$ cat config.mk
export PLATFORM = sky130hd
export DESIGN_NAME = dcache_req_stage
export DESIGN_NICKNAME = d
export VERILOG_FILES = /design/src/verilog/dcache_geom_pkg.sv /design/src/verilog/dcache_req_stage.sv
export SDC_FILE = /design/constraint.sdc
export NUM_CORES = 1
export LEC_CHECK = 0
export BUFFER_PORTS_ARGS = -buffer_cell sky130_fd_sc_hd__buf_2
export CAP_MARGIN = 20
export CORE_UTILIZATION = 35
export CTS_BUF_LIST = sky130_fd_sc_hd__clkbuf_8
export CTS_CLUSTER_SIZE = 8
export DETAILED_ROUTE_END_ITERATION = 16
export GPL_TIMING_DRIVEN = 0
export HOLD_SLACK_MARGIN = 0.05
export PLACE_DENSITY = 0.69
export RECOVER_POWER = 25
export REMOVE_ABC_BUFFERS = 1
export SYNTH_ARGS = -nofsm -noshare
export SYNTH_HDL_FRONTEND = slang
export SYNTH_SLANG_ARGS = --single-unit
export TNS_END_PERCENT = 50
$ cat constraint.sdc
create_clock -name i_clk -period 2.39 [get_ports i_clk]
set_input_delay 0.478 -clock i_clk [delete_from_list [all_inputs] [get_ports i_clk]]
set_output_delay 0.478 -clock i_clk [all_outputs]
set_load 0.005 [all_outputs]
$ cat src/verilog/dcache_geom_pkg.sv
// ----------------------------------------------------------
// Data cache geometry: address, word and line constants
// and the vector types built on them
// ----------------------------------------------------------

package dcache_geom_pkg;

   // Byte address and data word
   localparam int ADDR_W = 32;
   localparam int WORD_W = 32;

   // Four words per line
   localparam int P_LINE_WORDS = 2;
   localparam int LINE_WORDS = 4;

   typedef logic [ADDR_W-1:0] addr_t;
   typedef logic [WORD_W-1:0] word_t;

   // One enable bit per byte lane
   typedef logic [WORD_W/8-1:0] wmask_t;

   // Word position inside a line
   typedef logic [P_LINE_WORDS-1:0] word_sel_t;

endpackage
$ cat src/verilog/dcache_req_stage.sv
// ----------------------------------------------------------
// Request stage: captures processor requests into the
// lookup stage and picks the array read address
// ----------------------------------------------------------

module dcache_req_stage
   import dcache_geom_pkg::*;
#(
   parameter int P_SETS = 4
)
(
   input  logic              i_clk,
   input  logic              i_reset,
   input  logic              i_req,
   input  addr_t             i_addr,
   input  wmask_t            i_wmsk,
   input  word_t             i_wdat,
   input  logic              i_hold,
   output logic              o_lk_valid,
   output addr_t             o_lk_addr,
   output wmask_t            o_lk_wmsk,
   output word_t             o_lk_wdat,
   output logic [P_SETS-1:0] o_rd_index,
   output word_sel_t         o_rd_word
);

   localparam int BYTE_OFS = $clog2(WORD_W / 8);
   localparam int OFS_W = P_LINE_WORDS + BYTE_OFS;

   addr_t rd_addr;

   always_ff @(posedge i_clk)
   begin
      if (i_reset)
         o_lk_valid <= 1'b0;
      else if (!i_hold)
         o_lk_valid <= i_req;
   end

   // Payload follows the valid bit
   always_ff @(posedge i_clk)
   begin
      if (!i_hold)
      begin
         o_lk_addr <= i_addr;
         o_lk_wmsk <= i_wmsk;
         o_lk_wdat <= i_wdat;
      end
   end

   // Held request keeps the arrays pointed at its own word
   assign rd_addr = i_hold ? o_lk_addr : i_addr;

   assign o_rd_index = rd_addr[OFS_W +: P_SETS];
   assign o_rd_word = rd_addr[BYTE_OFS +: P_LINE_WORDS];

endmodule

# Yosys cells after proc, flatten, opt, wreduce, memory -nomap -nowiden
# Index checks and enable logic that the tools add are counted.
# word_totals
regBits	69
inputBits	72
output_inout_bits	75
word_cells	6
# classes
n_mux	1
# op_table
op	n
$mux W8	1

# Longest topological paths before layout
# depth
ltp_word	1
ltp_mapped	3
mapped_depth_nobuf	2

# Worst setup path after synthesis
# OpenSTA, ideal clock, no wires.
# synth_timing
path_kind	input to register
startpoint	input port i_hold
endpoint	register o_lk_addr[0], enable pin
setup_ns	0.416
arrival_time_ns	1.824
required_ns	1.974
setup_slack_ns	0.149
stages	2
n_path_buf	1
path_cell_list	buf_6 inv_1
# synth_lines
element	line_no	source
start, declared	dcache_req_stage.sv:18	input logic i_hold,
end signal, assigned	dcache_req_stage.sv:45	o_lk_addr <= i_addr;
end, declared	dcache_req_stage.sv:20	output addr_t o_lk_addr,
# No word-level cell between the ends.

# Worst setup path in the final report
# layout_timing
startpoint	input port i_hold
endpoint	output port o_rd_word[0]
# layout_via
elab_chain_cells	1
# layout_lines
element	line_no	source
$mux W8	-	
end, declared	dcache_req_stage.sv:24	output word_sel_t o_rd_word
# Every way passes these cells.

==> summary.txt <==
Layout
  – Area Growth Syn to Fin: 49.2%
  – Most common cell after layout, fill and taps aside: buf_2
  – Most frequent cells in the layout: 146 x buf_2, 62 x edfxtp_1, 9 x clkbuf_8
  – Layout cells sized above 1: 70.1%
  – Layout Nets: 308
  – Antenna diodes: 0

Global route
  – Pin count of the biggest net entering global routing: 41
  – Vias in the first global route: 1,287
  – GRT Resource Usage Total: 14.7%
  – First-pass GRT wire length: 6470 µm
  – Initial antenna violation count: 0
  – Grt total ovfl: 0

Timing
  – Final min period: 1.66 ns
  – Setup TNS: 0 ns
  – Final setup margin: 0.733 ns
  – Rel. slew slack: 65.7%
  – Pins Over Slew Limit: 0
  – Fin crit share: 69.3%
  – RSZ-0062 raised after global routing: false
  – Clk_skew: 0 ns
  – Hold violation count in the final report: 0
  – Final setup viols: 0
  – Actual slew at the worst max-slew pin: 0.514 ns
  – Hold Slack: 0.284 ns
  – Max Freq: 0.604 GHz

Clock network
  – CTS tree: done
  – Hold Buf Count CTS: 0
  – # Post-CTS Setup Buffers: 0
  – # resized after CTS: 0
  – Worst skew pair latency: 0.33 ns
  – CTS Buf Count: 9
  – Clk pin slew, worst setup/hold paths: 0.08 ns
  – Clk buf depth: 2
  – Root Buffer: clkbuf_8
  – H-tree Lvls: 3
  – Sink Count: 69

Place
  – GPL Wtd Cong: 0.717
  – DP Worst Slack: 0.616 ns
  – DP Wirelength: 3520 µm
  – Port bufs: 146

Drt
  – Pre-antenna DRT Iters: 4
  – DRT antenna net count: 0
  – 1st-iter DRT viols: 64
  – Via count: 1,328
  – Post-DR vias/cell: 4.24
  – Wire length per cell: 14.9 µm
  – Final WL: 4650 µm
  – DRC violations left: 0

Floorplanning
  – Row count: 27
  – Die W: 79.8 µm
  – Initial Utilization: 37.4%
  – Die Y: 79.8 µm
  – Die ar.: 6370 µm²
  – Core area: 5680 µm²
  – I/O Pins: 147

Power
  – PnR Total Power: 2.68 mW
  – Power Density: 847 nW/µm²
  – Leak Pwr: 1.42 nW
  – Maximum vdd drop: 0.000355 V

Synthesis
  – FF+latch count, synth: 69
  – Synth Instances: 79
  – Seq/Total Area, Yosys: 94.4%
  – Synth Area per Inst: 26.8 µm²
  – Cell variety after synth: 7
  – Syn. warnings: 0
  – Netlist Area Pre-Place: 2120 µm²

Worst setup path
  – CP cell instances: buf_2, mux2_4, buf_2
  – Crit path max fanout: 8
  – Slowest CP cell: mux2_4
  – Data required, critical path: 1.91 ns
  – Crit path DAT: 1.18 ns
  – Max incr delay on CP: 0.34 ns
  – Worst setup EP type: output pin
  – Crit path kind: primary input to output pin
  – CP dominant cell by count: buf_2
  – Crit start category: primary input

Run
  – # Max-Cap Violations: 0

Status
  – Status: finished, final reports clean

Worst hold path
  – HP Class: primary input to flip-flop
## power breakdown
| group | total [mW] | internal [mW] | leakage, nW | switching (mW) |
|---|---|---|---|---|
| logic | 0.224 | 0.125 | 0.647 | 0.0986 |
| registers | 1.44 | 1.42 | 0.666 | 0.0244 |
| clock network | 1.01 | 0.581 | 0.107 | 0.430 |
## cell type report
class	instances	area (µm²)
Clock buffer	9	124
Timing Repair Buffer	147	751
Multi-Input combinational cell	8	104
Clock inverter	7	90.1
Sequential cell	69	2000
Tap cell	72	90.1
Inverter	1	3.75
Fill cell	480	2510
## cells by family after synthesis
logic type             share of synthesized area, %
AND/OR/NAND/NOR                               0.177
flip-flops                                     94.4
multiplexers                                   4.72
buffers and inverters                         0.708
## worst max-delay path: cells and delay by family
kind	cells	cell delay, ns
buf+inv	2	0.36
mux	1	0.34
## metal layers
layer	routed length [µm]	vias to the layer above	track usage, %
li1	-	622	-
met1	1790	604	17.0
met2	2230	93	22.4
met3	550	9	6.74
met4	81	0	8.57
met5	0	-	0
## Yosys cell counts
library cell | count | area, µm²
edfxtp_1 | 62 | 1860
buf_6 | 1 | 11.3
mux2i_1 | 1 | 10.0
nor2_1 | 1 | 3.75
mux2_4 | 6 | 90.1
inv_1 | 1 | 3.75
dfxtp_1 | 7 | 140
## worst paths after layout
| path | slack (ns) | startpoint | depth (start not counted) | endpoint |
|---|---|---|---|---|
| setup / recovery | 0.73 | i_hold | 3 | o_rd_word[0] |
| hold / removal | 0.28 | i_reset | 2 | o_lk_valid$_SDFFE_PP0N_ |
| setup reg to reg | 1.70 | o_lk_addr[2]$_DFF_P_ | 1 | o_lk_addr[2]$_DFF_P_ |
| hold reg to reg | 0.50 | o_lk_addr[6]$_DFF_P_ | 1 | o_lk_addr[6]$_DFF_P_ |
## sequential cells by signal, summed over array words and instances (netlist names)
name / count
o_lk_addr: 32
o_lk_wdat: 32
o_lk_wmsk: 4
o_lk_valid: 1
## through the flow
stage | instances | instance area [µm²] | util [%]
floorplan | 78 | 2110 | -
global placement | 296 | 2930 | 51.6
detailed placement | 297 | 2950 | 52.0
CTS | 313 | 3160 | 55.8
global route | 313 | 3160 | 55.8
finish | 313 | 3160 | 55.8
(Power assumes the default switching activity.)
