### config.mk
export PLATFORM = sky130hd
export DESIGN_NAME = dcache_way
export DESIGN_NICKNAME = d
export VERILOG_FILES = /design/src/verilog/dcache_geom_pkg.sv /design/src/verilog/dcache_way.sv
export SDC_FILE = /design/constraint.sdc
export NUM_CORES = 2
export LEC_CHECK = 0
export BUFFER_PORTS_ARGS = -buffer_cell sky130_fd_sc_hd__buf_4
export CORE_MARGIN = 4
export CORE_UTILIZATION = 40
export CTS_CLUSTER_SIZE = 28
export DETAILED_ROUTE_END_ITERATION = 10
export GPL_ROUTABILITY_DRIVEN = 0
export PLACE_DENSITY = 0.54
export SLEW_MARGIN = 10
export SYNTH_ARGS = -nofsm -noshare
export SYNTH_HDL_FRONTEND = slang
export SYNTH_SLANG_ARGS = --single-unit
### constraint.sdc
create_clock -name i_clk -period 4.6 [get_ports i_clk]
set_clock_uncertainty 0.15 [all_clocks]
set_input_delay 0.46 -clock i_clk [delete_from_list [all_inputs] [get_ports i_clk]]
set_output_delay 0.46 -clock i_clk [all_outputs]
set_load 0.02 [all_outputs]
### src/verilog/dcache_geom_pkg.sv
// ----------------------------------------------------------
// Data cache geometry: address, word and line constants
// and the vector types built on them
// ----------------------------------------------------------

package dcache_geom_pkg;

   // Byte address and data word
   localparam int ADDR_W = 32;
   localparam int WORD_W = 32;

   // Four words per line
   localparam int P_LINE_WORDS = 2;
   localparam int LINE_WORDS = 4;

   typedef logic [ADDR_W-1:0] addr_t;
   typedef logic [WORD_W-1:0] word_t;

   // One enable bit per byte lane
   typedef logic [WORD_W/8-1:0] wmask_t;

   // Word position inside a line
   typedef logic [P_LINE_WORDS-1:0] word_sel_t;

endpackage
### src/verilog/dcache_way.sv
// ----------------------------------------------------------
// One cache way: tag, valid and dirty flops per set, a
// byte-writable data array and the hit compare
// ----------------------------------------------------------

module dcache_way
   import dcache_geom_pkg::*;
#(
   parameter int P_SETS = 4
)
(
   input  logic              i_clk,
   input  logic              i_reset,
   input  logic [P_SETS-1:0] i_rd_index,
   input  word_sel_t         i_rd_word,
   input  addr_t             i_lk_addr,
   input  wmask_t            i_data_we,
   input  word_sel_t         i_wr_word,
   input  word_t             i_wr_data,
   input  logic              i_tag_we,
   input  logic              i_dirty_set,
   input  logic              i_dirty_clr,
   output logic              o_hit,
   output logic              o_dirty,
   output addr_t             o_tag_addr,
   output word_t             o_rdata
);

   localparam int BYTE_OFS = $clog2(WORD_W / 8);
   localparam int OFS_W = P_LINE_WORDS + BYTE_OFS;
   localparam int TAG_W = ADDR_W - P_SETS - OFS_W;
   localparam int SETS = 1 << P_SETS;
   localparam int AW = P_SETS + P_LINE_WORDS;

   typedef logic [TAG_W-1:0] tag_t;

   tag_t              tag_q [SETS];
   logic [SETS-1:0]   valid_q;
   logic [SETS-1:0]   dirty_q;
   word_t             mem [SETS*LINE_WORDS];
   word_t             rdata_q;
   word_t             fwd_data;
   logic [P_SETS-1:0] lk_index;
   tag_t              lk_tag;
   word_sel_t         rd_word;
   logic [AW-1:0]     rd_addr;
   logic [AW-1:0]     wr_addr;

   assign lk_index = i_lk_addr[OFS_W +: P_SETS];
   assign lk_tag = i_lk_addr[ADDR_W-1 -: TAG_W];

   always_ff @(posedge i_clk)
   begin
      if (i_reset)
      begin
         valid_q <= '0;
         dirty_q <= '0;
         for (int s = 0; s < SETS; s++)
            tag_q[s] <= '0;
      end
      else if (i_tag_we)
      begin
         // New line arrives clean
         tag_q[lk_index] <= lk_tag;
         valid_q[lk_index] <= 1'b1;
         dirty_q[lk_index] <= 1'b0;
      end
      else if (i_dirty_set)
         dirty_q[lk_index] <= 1'b1;
      else if (i_dirty_clr)
         dirty_q[lk_index] <= 1'b0;
   end

   // While its line drains, the array reads the word the controller points at
   assign rd_word = i_dirty_clr ? i_wr_word : i_rd_word;
   assign rd_addr = {i_rd_index, rd_word};
   assign wr_addr = {lk_index, i_wr_word};

   // Same-edge write bypass into the read register
   always_comb
   begin
      fwd_data = mem[rd_addr];
      if (rd_addr == wr_addr)
      begin
         for (int b = 0; b < WORD_W / 8; b++)
         begin
            if (i_data_we[b])
               fwd_data[b*8 +: 8] = i_wr_data[b*8 +: 8];
         end
      end
   end

   always_ff @(posedge i_clk)
   begin
      for (int b = 0; b < WORD_W / 8; b++)
      begin
         if (i_data_we[b])
            mem[wr_addr][b*8 +: 8] <= i_wr_data[b*8 +: 8];
      end
      rdata_q <= fwd_data;
   end

   assign o_hit = valid_q[lk_index] && (tag_q[lk_index] == lk_tag);
   assign o_dirty = valid_q[lk_index] & dirty_q[lk_index];
   assign o_tag_addr = {tag_q[lk_index], lk_index, {OFS_W{1'b0}}};
   assign o_rdata = rdata_q;

endmodule

After elaboration in Yosys (flattened, before gate mapping). Memories as Yosys holds them, arrays and structs flattened. Index checks and enable logic that the tools add are counted.

Memories: 2. Memory bits (writable): 2432. Flip-flop bits (word level): 64. Word-level logic and storage cells: 49.

Multiplexer cells: 31. $lt $le $gt $ge: 2. Reductions and logical operators: 4. Equality and inequality tests: 2. Bitwise gates (word level): 5.

Memory list: mem (depth 64, bits a word 32, rd ports 1, clocked after memory_dff 0, wr ports 1, RTL line dcache_way.sv:40) `word_t mem [SETS*LINE_WORDS];`; tag_q (depth 16, bits a word 24, rd ports 1, clocked after memory_dff 0, wr ports 16, RTL line dcache_way.sv:37) `tag_t tag_q [SETS];`.

Operator list (count): $mux W16 (3); $mux W32 (1); $mux W8 (4); $or A16 B16 Y16 (2); $eq A24 B24 Y1 (1); $mux W24 (1); $reduce_or A24 Y1 (1); $mux W1 (17); $and A16 B16 Y16 (1); $not A16 Y16 (1); $bmux W1 S4 (2); $eq A6 B6 Y1 (1); $lt A4 B5 Y1 const B (1); $demux W1 S4 (1); $ge A4 B1 Y1 const B (1); $mux W4 (1); $reduce_bool A3 Y1 (1); $logic_and A1 B1 Y1 (2); $mux W2 (1); $and A1 B1 Y1 (1).

Depth between registers and ports, before layout.
Depth in word-level cells: 9. Depth in mapped cells: 14. Depth with buffers taken out: 7.

Worst setup path before layout. OpenSTA, ideal clock, no wires.

Kind: input to register. From: in i_lk_addr[5]. To: mem tag_q[10][0] in the netlist's numbering (enable). Slack: 0.298 ns. Required time: 4.012 ns. Arrival: 3.713 ns. Cell stages on the path: 8. Cell sequence: buf_2 > buf_2 > buf_2 > buf_1 > buf_2 > nand3_1 > clkbuf_1 > o21ai_0.

RTL lines: from (decl) (RTL line dcache_way.sv:16) `input addr_t i_lk_addr,`; to (decl) (RTL line dcache_way.sv:37).

Worst setup path in the final report.
From: in i_lk_addr[6]. To: out o_hit.

Cells in the longest elaborated chain, start to end: 3.

RTL lines: $mem_v2 Z16 W24 / $bmux W1 S4 (equally long branches); $eq A24 B24 Y1 / $mux W1 (equally long branches) (RTL line dcache_way.sv:103) `assign o_hit = valid_q[lk_index] && (tag_q[lk_index] == lk_tag);`; $logic_and A1 B1 Y1 (*) (RTL line dcache_way.sv:103); to (decl) (RTL line dcache_way.sv:23) `output logic o_hit,`.

Mark *: on every way between the ends. The rest lies on a longest branch, timed or not. The select of a mux whose other input is x is not followed.

==> flow_summary.yaml <==
critical_path:
  end_kind: "primary output"
  cp_slowest_cell: "and2_1"
  worstPathCellList: "dlygate4sd3_1 > buf_4 > and2_1 > a22oi_1 > nand2_1 > xnor2_1 > o21ai_0 > or3_1 > nor4_2 > buf_4 > buf_4"
  critPathMaxFanout: 13
  worstPathRequired_ps: 3990
  worstPathArrival_ps: 3820
  crit_top_cell: "buf_4"
  cp-start-kind: "input pin"
  critPathBufInv: 4
  critPathTopFamily: "simple AND/OR/NAND/NOR gates"
  ff2ff_setup_slack_ps: 2070
  crit_type: "in2out"
  slowest_delay_ps: 750
power:
  comb_power_share_pct: 7.4
  power.switching_mw: 11.3
  ir_drop_v: 0.000258
  p_leak_nw: 38.1
  intPower_mw: 39.9
  clkPwrFrac_pct: 42.9
  seqPwrFrac_pct: 49.7
  power_density_nw_per_um2: 438
  sw_frac_of_total_pct: 22.0
final_layout:
  finalNonFillerCells: 9343
  area_growth_syn_to_layout_pct: 17.1
  final-seq-area_um2: 74300
  n_fill_cell: 21000
  nets: 5888
  drive_gt1_share_pct: 26.9
  multiInputGateArea_um2: 24200
yosys:
  netlist_area_um2: 99900
  async_reset_ff_share_pct: 0
  yosys_most_used_dff: "edfxtp_1"
  yosysTopAreaCell: "edfxtp_1"
  synthCells: 5264
  syn_area_per_cell_um2: 19.0
  synth_edf_count: 2432
  synth_top_cell_area_share_pct: 73.1
  ys_types: 58
  synth_area_leaders: "edfxtp_1 73%, mux4_2 14%, and2_1 1.9%, mux2i_1 1.5%, dfxtp_1 1.3%"
  yosysSeqAreaShare_pct: 74.4
  yosysWarningCount: 0
  ys_seq_elements: 2496
  yosys-top-cells-count: "2432 x edfxtp_1, 607 x mux4_2, 327 x nor2_1, 297 x and2_1, 294 x nand2_1"
  synth.most_common_cell: "edfxtp_1"
timing:
  period_needed_ps: 4430
  hold_viol: 0
  tns_ps: 0
  max_slew.worst_pin.slew_ps: 1150
  fin_crit_sh_pct: 96.2
  finalMaxSlewViolations: 0
  clock.fmax_mhz: 226
  rsz0062_at_grt: "false"
  slew_headroom_pct: 23.1
  setup_viol: 0
drt:
  vias: 52600
  wire_per_inst_um: 29.6
  via_per_inst: 5.63
  first_pass_iters: 6
  drc_errors: 0
  antenna_left: 0
  drt_iter0_markers: 5463
  routed_wl_mm: 277
cts:
  numCtsBuffers: 285
  cts_tree: "done"
  clkTransAtPathRegs_ps: 60
  clk_latency_ps: 930
  cts_root_buffer: "clkbuf_16"
  clockBufferDepth: 4
  h-tree-depth: 5
  cts_sinks: 2496
grt:
  grt_usage_pct: 21.3
  grt_max_degree: 66
  gr-total-overflow: 0
  grt_pass1_wl_mm: 396
  grt_pass1_vias: 53700
  antenna_found_initial: 25
placed_design:
  numPlacedInstances: 8788
  io_buffers: 138
  dp_hpwl_mm: 170
die:
  initial_core_util_pct: 40.2
  fp-row-count: 183
  die-area_um2: 258000
  core-area_um2: 249000
  io_pins: 147
  die_x_um: 508
  die_y_um: 508
status:
  outcome: "complete, no violations"
flow_run:
  drv_cap: 0
min_path:
  worst_hold_path_type: "in2reg"
## cells by family after synthesis
| family | share of synthesized area [%] |
|---|---|
| flops | 74.4 |
| simple gates | 5.88 |
| mux | 15.3 |
| buf+inv | 1.79 |
| compound gates | 2.37 |
| xor+xnor | 0.237 |
| other cells | 0.00375 |
## what timing repair did
action / CTS / global route
hold endpoints to repair: 2262 / 0
pin swaps: 0 / 1
hold buffers: 62 / 0
endpoints found under the setup margin: 1 / 1
gates resized for setup: 2 / 0
setup buffers: 0 / 0
## cells in the final DEF (no fill, tap or decap), drive strengths merged, types with 66 or more instances in the layout
cell	netlist	final
buf	183	552
edfxtp	2432	2432
mux4	607	607
a21oi	66	66
nand2	294	294
clkinv	6	97
o21ai	107	107
clkbuf	179	347
nor2	327	327
and2	298	298
mux2i	153	153
nand3	135	135
nor3	107	107
## worst reg2reg max path, cell delays in order, from the launching register on
cell,delay [ps]
edfxtp_1,370
mux4_2,530
mux4_2,520
mux2i_1,490
a311oi_1,260
## power by group through the flow
| stage | Combinational, mW | Clock (mW) | Sequential [mW] |
|---|---|---|---|
| floorplan | 2.00 | 0 | 25.9 |
| global placement | 3.74 | 0 | 25.9 |
| detailed placement | 3.76 | 0 | 25.9 |
| CTS | 3.83 | 22.4 | 25.5 |
| global route | 4.00 | 23.4 | 25.5 |
| finish | 3.78 | 22.0 | 25.5 |
## stage by stage
| stage | instance area [um2] | hold slack [ps] | power (mW) | setup slack [ps] | utilization (%) |
|---|---|---|---|---|---|
| floorplan | 99900 | 271 | 27.9 | 298 | - |
| global placement | 107000 | 279 | 29.7 | 162 | 43.2 |
| detailed placement | 107000 | 287 | 29.7 | 188 | 43.2 |
| CTS | 117000 | 1.86 | 51.7 | 46.7 | 47.0 |
| global route | 117000 | 58.8 | 52.9 | 33.7 | 47.0 |
| finish | 117000 | 77.5 | 51.2 | 175 | 47.0 |
## path summary, 6_finish.rpt
check                      from          end  cells after the start
hold reg to reg      valid_q[9]   valid_q[9]                      1
setup / recovery   i_lk_addr[6]        o_hit                     11
hold / removal    i_rd_index[3]  o_rdata[11]                      2
setup reg to reg    mem[39][13]  o_rdata[13]                      4
## area by class of cell
type	count	area share (%)
well taps	3330	3.56
flip-flops and latches	2496	63.5
clock buffers	346	6.49
clock inverters	136	1.16
inverters	15	0.0481
repair buffers	615	4.48
diodes	11	0.0235
multi-input cells	2394	20.7
## sequential cells by signal (all words and copies together), names as in the netlist, named ones only
| register | flops |
|---|---|
| tag_q | 384 |
| o_rdata | 32 |
| mem | 2048 |
| valid_q | 16 |
## layer usage
metal / GRT usage [%] / vias up / part of all wire (%) / routed length [um]
met1: 30.2 / 28000 / 42 / 116000
met4: 6.34 / 4 / 3.0 / 8180
met3: 3.72 / 393 / 6.8 / 18900
li1: - / 22300 / - / -
met2: 34.0 / 1910 / 48 / 133000
met5: 0 / - / 0.0076 / 21
No activity file was read; power rests on OpenSTA's default activity.
