===== config.mk =====
export PLATFORM = sky130hd
export DESIGN_NAME = dcache_ctrl
export DESIGN_NICKNAME = d
export VERILOG_FILES = /design/src/verilog/dcache_ctrl_pkg.sv /design/src/verilog/dcache_geom_pkg.sv /design/src/verilog/dcache_ctrl.sv
export SDC_FILE = /design/constraint.sdc
export NUM_CORES = 1
export LEC_CHECK = 0
export BUFFER_PORTS_ARGS = -buffer_cell sky130_fd_sc_hd__buf_2
export CORE_AREA = 2 2 163 165
export CTS_CLUSTER_DIAMETER = 40
export DETAILED_ROUTE_END_ITERATION = 6
export DIE_AREA = 0 0 165 167
export PLACE_DENSITY = 0.33
export RECOVER_POWER = 100
export SLEW_MARGIN = 20
export SYNTH_ARGS = -nofsm -noshare
export SYNTH_HDL_FRONTEND = slang
export SYNTH_SLANG_ARGS = --single-unit

===== constraint.sdc =====
create_clock -name i_clk -period 1.5 [get_ports i_clk]
set_input_delay 0.075 -clock i_clk [delete_from_list [all_inputs] [get_ports i_clk]]
set_output_delay 0.075 -clock i_clk [all_outputs]
set_load 0.01 [all_outputs]

===== src/verilog/dcache_ctrl_pkg.sv =====
// ----------------------------------------------------------
// Data cache controller: miss FSM states and burst length
// ----------------------------------------------------------

package dcache_ctrl_pkg;

   typedef enum logic [2:0] {
      S_IDLE,
      S_WB_ADDR,
      S_WB_DATA,
      S_WB_RESP,
      S_REFILL_ADDR,
      S_REFILL_DATA,
      S_RELOAD
   } ctrl_state_e;

   // Index of the fourth beat of a line burst
   localparam logic [1:0] BURST_LAST = 2'd3;

endpackage


===== src/verilog/dcache_geom_pkg.sv =====
// ----------------------------------------------------------
// Data cache geometry: address, word and line constants
// and the vector types built on them
// ----------------------------------------------------------

package dcache_geom_pkg;

   // Byte address and data word
   localparam int ADDR_W = 32;
   localparam int WORD_W = 32;

   // Four words per line
   localparam int P_LINE_WORDS = 2;
   localparam int LINE_WORDS = 4;

   typedef logic [ADDR_W-1:0] addr_t;
   typedef logic [WORD_W-1:0] word_t;

   // One enable bit per byte lane
   typedef logic [WORD_W/8-1:0] wmask_t;

   // Word position inside a line
   typedef logic [P_LINE_WORDS-1:0] word_sel_t;

endpackage

===== src/verilog/dcache_ctrl.sv =====
// ----------------------------------------------------------
// Cache controller: hit select, hit writes, round-robin
// victim, miss FSM with writeback and refill bursts
// ----------------------------------------------------------

module dcache_ctrl
   import dcache_geom_pkg::*, dcache_ctrl_pkg::*;
#(
   parameter int P_WAYS = 1
)
(
   input  logic                i_clk,
   input  logic                i_reset,
   input  logic                i_lk_valid,
   input  addr_t               i_lk_addr,
   input  wmask_t              i_lk_wmsk,
   input  word_t               i_lk_wdat,
   input  logic [(1<<P_WAYS)-1:0] i_hit_vec,
   input  logic [(1<<P_WAYS)-1:0] i_dirty_vec,
   input  addr_t               i_way_tag_addr [1<<P_WAYS],
   input  word_t               i_way_rdata [1<<P_WAYS],
   output logic                o_stall,
   output logic                o_rvalid,
   output word_t               o_rdata,
   output wmask_t              o_data_we [1<<P_WAYS],
   output word_sel_t           o_wr_word,
   output word_t               o_wr_data,
   output logic [(1<<P_WAYS)-1:0] o_tag_we,
   output logic [(1<<P_WAYS)-1:0] o_dirty_set,
   output logic [(1<<P_WAYS)-1:0] o_dirty_clr,
   output logic                o_ar_valid,
   input  logic                i_ar_ready,
   output addr_t               o_ar_addr,
   input  logic                i_r_valid,
   output logic                o_r_ready,
   input  word_t               i_r_data,
   input  logic                i_r_last,
   output logic                o_aw_valid,
   input  logic                i_aw_ready,
   output addr_t               o_aw_addr,
   output logic                o_w_valid,
   input  logic                i_w_ready,
   output word_t               o_w_data,
   output logic                o_w_last,
   input  logic                i_b_valid,
   output logic                o_b_ready
);

   localparam int NWAYS = 1 << P_WAYS;
   localparam int BYTE_OFS = $clog2(WORD_W / 8);
   localparam int OFS_W = P_LINE_WORDS + BYTE_OFS;

   ctrl_state_e      state_q;
   ctrl_state_e      state_nxt;
   logic [NWAYS-1:0] victim_q;
   word_sel_t        beat_q;
   word_sel_t        beat_nxt;
   logic             lookup;
   logic             hit;
   logic             miss;
   logic             lk_write;
   logic             draining;
   logic             victim_dirty;
   addr_t            victim_tag_addr;
   word_t            victim_rdata;
   logic             ar_fire;
   logic             r_fire;
   logic             aw_fire;
   logic             w_fire;
   logic             b_fire;
   logic             refill_done;

   // Reload acts as one more lookup cycle for the held request
   assign lookup = (state_q == S_IDLE) || (state_q == S_RELOAD);
   assign hit = |i_hit_vec;
   assign lk_write = |i_lk_wmsk;
   assign miss = (state_q == S_IDLE) && i_lk_valid && !hit;
   assign draining = (state_q == S_WB_ADDR) || (state_q == S_WB_DATA);

   assign o_stall = !lookup || miss;
   assign o_rvalid = lookup && i_lk_valid && hit && !lk_write;

   // Way muxes for the hit word and the victim
   always_comb
   begin
      o_rdata = '0;
      victim_rdata = '0;
      victim_tag_addr = '0;
      for (int w = 0; w < NWAYS; w++)
      begin
         if (i_hit_vec[w])
            o_rdata |= i_way_rdata[w];
         if (victim_q[w])
         begin
            victim_rdata |= i_way_rdata[w];
            victim_tag_addr |= i_way_tag_addr[w];
         end
      end
   end

   assign victim_dirty = |(i_dirty_vec & victim_q);

   // Memory channels
   assign o_ar_valid = (state_q == S_REFILL_ADDR);
   assign o_ar_addr = {i_lk_addr[ADDR_W-1:OFS_W], {OFS_W{1'b0}}};
   assign o_r_ready = (state_q == S_REFILL_DATA);
   assign o_aw_valid = (state_q == S_WB_ADDR);
   assign o_aw_addr = victim_tag_addr;
   assign o_w_valid = (state_q == S_WB_DATA);
   assign o_w_data = victim_rdata;
   assign o_w_last = o_w_valid && (beat_q == BURST_LAST);
   assign o_b_ready = (state_q == S_WB_RESP);

   assign ar_fire = o_ar_valid & i_ar_ready;
   assign r_fire = o_r_ready & i_r_valid;
   assign aw_fire = o_aw_valid & i_aw_ready;
   assign w_fire = o_w_valid & i_w_ready;
   assign b_fire = o_b_ready & i_b_valid;
   assign refill_done = r_fire & i_r_last;

   // Beat counter wraps to zero after each burst
   assign beat_nxt = (w_fire || r_fire) ? beat_q + 1'b1 : beat_q;

   always_comb
   begin
      state_nxt = state_q;
      case (state_q)
         S_IDLE:
            if (miss)
               state_nxt = victim_dirty ? S_WB_ADDR : S_REFILL_ADDR;
         S_WB_ADDR:
            if (aw_fire)
               state_nxt = S_WB_DATA;
         S_WB_DATA:
            if (w_fire && o_w_last)
               state_nxt = S_WB_RESP;
         S_WB_RESP:
            if (b_fire)
               state_nxt = S_REFILL_ADDR;
         S_REFILL_ADDR:
            if (ar_fire)
               state_nxt = S_REFILL_DATA;
         S_REFILL_DATA:
            if (refill_done)
               state_nxt = S_RELOAD;
         default:
            state_nxt = S_IDLE;
      endcase
   end

   always_ff @(posedge i_clk)
   begin
      if (i_reset)
      begin
         state_q <= S_IDLE;
         beat_q <= '0;
         victim_q <= NWAYS'(1);
      end
      else
      begin
         state_q <= state_nxt;
         beat_q <= beat_nxt;
         // Next victim once the refill has landed
         if (refill_done)
            victim_q <= (victim_q << 1) | (victim_q >> (NWAYS - 1));
      end
   end

   // Array controls per way
   always_comb
   begin
      for (int w = 0; w < NWAYS; w++)
      begin
         o_data_we[w] = '0;
         if (lookup && i_lk_valid && i_hit_vec[w])
            o_data_we[w] = i_lk_wmsk;
         if (r_fire && victim_q[w])
            o_data_we[w] = '1;
         o_tag_we[w] = refill_done & victim_q[w];
         o_dirty_set[w] = lookup & i_lk_valid & i_hit_vec[w] & lk_write;
         o_dirty_clr[w] = draining & victim_q[w];
      end
   end

   // Writeback reads one word ahead of the W channel
   assign o_wr_word = r_fire ? beat_q :
                      draining ? beat_nxt : i_lk_addr[BYTE_OFS +: P_LINE_WORDS];
   assign o_wr_data = r_fire ? i_r_data : i_lk_wdat;

endmodule


Yosys cells after proc, flatten, opt, wreduce, memory -nomap -nowiden
Index checks and enable logic that the tools add are counted.
Storage, ports and cells
  flip-flop bits (word level): 7
  input bits: 241
  output and inout bits: 184
  logic and storage cells: 82
Operators by class
  add/sub/neg operators: 1
  eq/ne operators: 13
  muxes and demuxes: 22
  bitwise gates (word level): 20
  reductions and logical operators: 23
Operators by type and width (count)
  two-way mux 32 bit: 7
  bitwise OR 32 bit: 3
  two-way mux 3 bit: 7
  case mux 3 bit (6 select lines): 1
  two-way mux 4 bit: 4
  bitwise AND 1 bit: 15
  logical AND 1 bit: 11
  inequality test 2 x 1 -> 1 bit (second input constant): 5
  equality test 3 bit (second input constant): 3
  equality test 3 x 2 -> 1 bit (second input constant): 2
  two-way mux 2 bit: 3
  AND reduction 6 bit: 1
  logical OR 1 bit: 4
  OR reduction 2 bit: 2
  OR reduction 4 bit: 1
  equality test 3 x 1 -> 1 bit (second input constant): 1
  logical NOT 1 bit: 3
  logical NOT 3 bit: 1
  adder 2 x 1 -> 2 bit (second input constant): 1
  bitwise AND 2 bit: 1
  equality test 2 bit (second input constant): 1
  inequality test 2 bit (second input constant): 1
  bitwise OR 2 x 1 -> 2 bit: 1

Depth between registers and ports, before layout
  depth in word-level cells: 6
  depth in mapped cells: 7
  depth with buffers taken out: 6

Worst setup path after synthesis
Ideal clock, no wire load.
  path kind: register to output
  from: reg state_q[2]
  to: out o_data_we[4] in the netlist's numbering
  arrival time: 1358 ps
  data required time: 1425 ps
  path slack: 67 ps
  cell stages (with the launch flop): 6
  buffers on the path: 1
  cells stage by stage: dfxtp_1 buf_2 and2b_4 nor4b_2 nand2_1 o21ai_0
RTL lines
  start, declared: line dcache_ctrl.sv:53  | ctrl_state_e state_q;
  start signal, assigned: line dcache_ctrl.sv:161  | state_q <= state_nxt;
  end, declared: line dcache_ctrl.sv:25  | output wmask_t o_data_we [1<<P_WAYS],

Worst setup path after layout
  from: reg state_q[1]
  to: out o_wr_data[15]
On the way
  word-level cells in the longest chain between the ends: 3
Ends and longest elaborated chain
  equality test 3 bit: line dcache_ctrl.sv:106  | assign o_r_ready = (state_q == S_REFILL_DATA);
  bitwise AND 1 bit: line dcache_ctrl.sv:115  | assign r_fire = o_r_ready & i_r_valid;
  two-way mux 32 bit: line dcache_ctrl.sv:188  | assign o_wr_data = r_fire ? i_r_data : i_lk_wdat;
  end, declared: line dcache_ctrl.sv:27  | output word_t o_wr_data,
No other way between the ends.

==> impl_metrics.ini <==
[cts]
htreeDepth = 1
clockBufferDepth = 2
root_buffer = clkbuf_16
numCtsBuffers = 3
clkLatencyLatePin_ns = 0.23
holdBufCountCts = 0
clock-sinks = 7
cts.clk_slew.worst_paths_ns = 0.04
cts_tree = built

[synth]
synth_compound_area_frac = 0.460
synth.top_cell.area_share = 0.377
synth_ff_type = dfxtp_1
yosys.area_share.adder = 0.00561
synthMuxAreaShare = 0.0112
synthSimpleGateAreaFrac = 0.267
yosys_register_bits = 7
yosysTopAreaCell = a22o_1
synth_top_family_by_area = compound AO/OA/AOI/OAI gates
synth_xor_area_frac = 0.00393
synth_cell_types = 42
ys_warn_count = 0
yosys-top-cells-area = a22o_1, nand2_1, buf_4
syn-mean-instance-area_sq_um = 6.37
synth_edf_count = 0
syn_area_sq_mm = 0.00223
synth_cells = 350
async_flop_share = 0
seq_area_frac_synth = 0.0628

[setup_path]
worstPathCellList = buf_6, and4b_4, buf_12, buf_6, nand2_2, nand2_1, buf_6
cpMostUsedCell = buf_6
worstPathRequired_ns = 1.42
path_max_fanout = 7
path_class = reg2out
worst_path_largest_cell_delay_ns = 0.41
path_delay_family = simple AND/OR/NAND/NOR gates
worstSetupEndpointType = output port
crit_slowest_cell = and4b_4
crit_path_start_kind = register
ff2ff_setup_slack_ns = -0.11
critPathBufInv = 4
arrival_ns = 1.57

[routing]
first_iter_violations = 128
dr_total_vias = 3973
ant_nets = 0
drc_errors = 0
wl_mm = 17.3
drtPass1Iterations = 4
viasPerCell = 3.87
wl_per_cell_um = 16.9

[placement]
gp_congestion = 0.780
preCtsSetupSlack_ns = -0.0475
numPortBuffers = 362
dp.cells = 1012
place_area_sq_mm = 0.00439
post-dp-hpwl_mm = 14.4

[run_status]
status = complete, but fails checks
violations = negative setup slack

[timing]
fmax_mhz = 606
fin_setup_tns_ns = -5.01
slew_viol_final = 0
clock_skew_ns = 0.00246
period_share = 1.10
finalHoldViolations = 0
relSlewSlack = 0.666
timing.final.ws_setup_ns = -0.149
hold_ws_ns = 0.123
worst_pin_slew_ns = 0.497
rsz0062_at_grt = true
timing.final.crit_period_ns = 1.65
setup_viol = 49

[final_layout]
area_growth_pct = 113
antenna_cells = 0
layout.nets = 935
layout-drive-gt1-share = 0.590
fin_area_sq_mm = 0.00475
layout.cells.non_filler = 1027

[global_routing]
grt_pass1_wl_mm = 23.3
grt_usage = 0.112
grt_pass1_vias = 3786
antenna_found_initial = 3
grt_max_degree = 61
grt_overflow = 0

[power_and_ir_drop]
ir_worst_vdd_mv = 0.282
p_leak_uw = 0.00259
pwr_density_cell_mw_per_mm2 = 479

[floorplan]
core_region_area_sq_mm = 0.0258
ioPinCount = 425
die_h_um = 167
num_rows = 59
initial_core_util = 0.0866
die_area_sq_mm = 0.0276
floorplan.die.width_um = 165

[min_path]
hold_path_class = in2reg

[job]
cap_violations = 0
## through the flow
step,power [uW],util
after floorplan,967,-
after global placement,1730,0.170
after detailed placement,1720,0.170
after CTS,2260,0.183
after global routing,2450,0.184
final,2270,0.184
## kinds of logic (layout without fill, tap and decap cells)
kind of cell,after synthesis,after routing
XOR/XNOR,1,1
AND/OR/NAND/NOR,138,138
multiplexers,2,2
adder cells (fa/ha/maj),1,1
buffers and inverters,75,414
flip-flops,7,7
other,1,4
AO/OA/AOI/OAI,125,125
## flip-flops by register name, indices dropped and copies added (netlist names)
name,cells
victim_q,2
state_q,3
beat_q,2
## power breakdown
| part | switching, uW | internal [uW] | total (uW) | leakage (uW) |
|---|---|---|---|---|
| clock network | 111 | 355 | 465 | 0.0000382 |
| logic | 784 | 785 | 1570 | 0.00249 |
| registers | 28.8 | 209 | 238 | 0.0000586 |
| total | 924 | 1350 | 2270 | 0.00259 |
## area by class of cell
type                    instances  area, sq um
fillers                      2993        21000
repair buffers                401         2280
multi-input cells             271         1790
well taps                     335          419
flip-flops and latches          7          151
clock buffers                   4         78.8
inverters                       9         36.3
## cell usage in the layout (no fill, tap or decap), drive strengths merged
cell,instances
a22o,96
nor2b,3
ha,1
conb,4
o31ai,2
dfxtp,7
and2,4
a31o,1
o32a,1
inv,9
nor2,8
and4b,1
xor2,1
nand3,2
and3,2
a211o,2
a31oi,2
nand2,109
buf,351
and2b,1
a221oi,2
o211a,1
mux2i,1
a21oi,8
nand4,1
nor3b,2
mux2,1
nor3,1
or3,2
nor4b,1
o21ai,10
nor4,1
clkbuf,54
## timing repair
| item | in CTS | in global routing |
|---|---|---|
| endpoints found under the setup margin | 52 | 60 |
| gates resized for setup | 42 | 20 |
| pin swaps | 17 | 1 |
| buffers inserted | 7 | 2 |
| cloned | 2 | 1 |
| hold endpoints to repair | 0 | 0 |
## per-layer routing
layer,wire length [um],GRT usage,vias to the layer above
li1,-,-,1919
met1,6470,0.123,1755
met2,8580,0.209,267
met3,1950,0.0376,26
met4,295,0.0193,6
met5,41,0,-
## cell usage after synthesis, types with 2 or more instances
cell	number
nand2_1	109
a22o_1	96
buf_4	32
clkbuf_1	22
buf_2	8
inv_1	8
nor2_1	8
a21oi_1	7
dfxtp_1	7
o21ai_0	5
o21ai_1	5
and2_1	3
buf_1	3
a211o_1	2
a221oi_1	2
a31oi_1	2
and3_1	2
nand3_1	2
nor2b_1	2
o31ai_1	2
or3_1	2
## path summary, 6_finish.rpt
| check | start | endpoint | cells after the start |
|---|---|---|---|
| max | state_q[1] | o_wr_data[15] | 7 |
| min | i_reset | state_q[1] | 2 |
| max reg2reg | state_q[1] | state_q[0] | 6 |
| min reg2reg | beat_q[1] | beat_q[1] | 2 |
No activity file was read; power rests on OpenSTA's default activity.
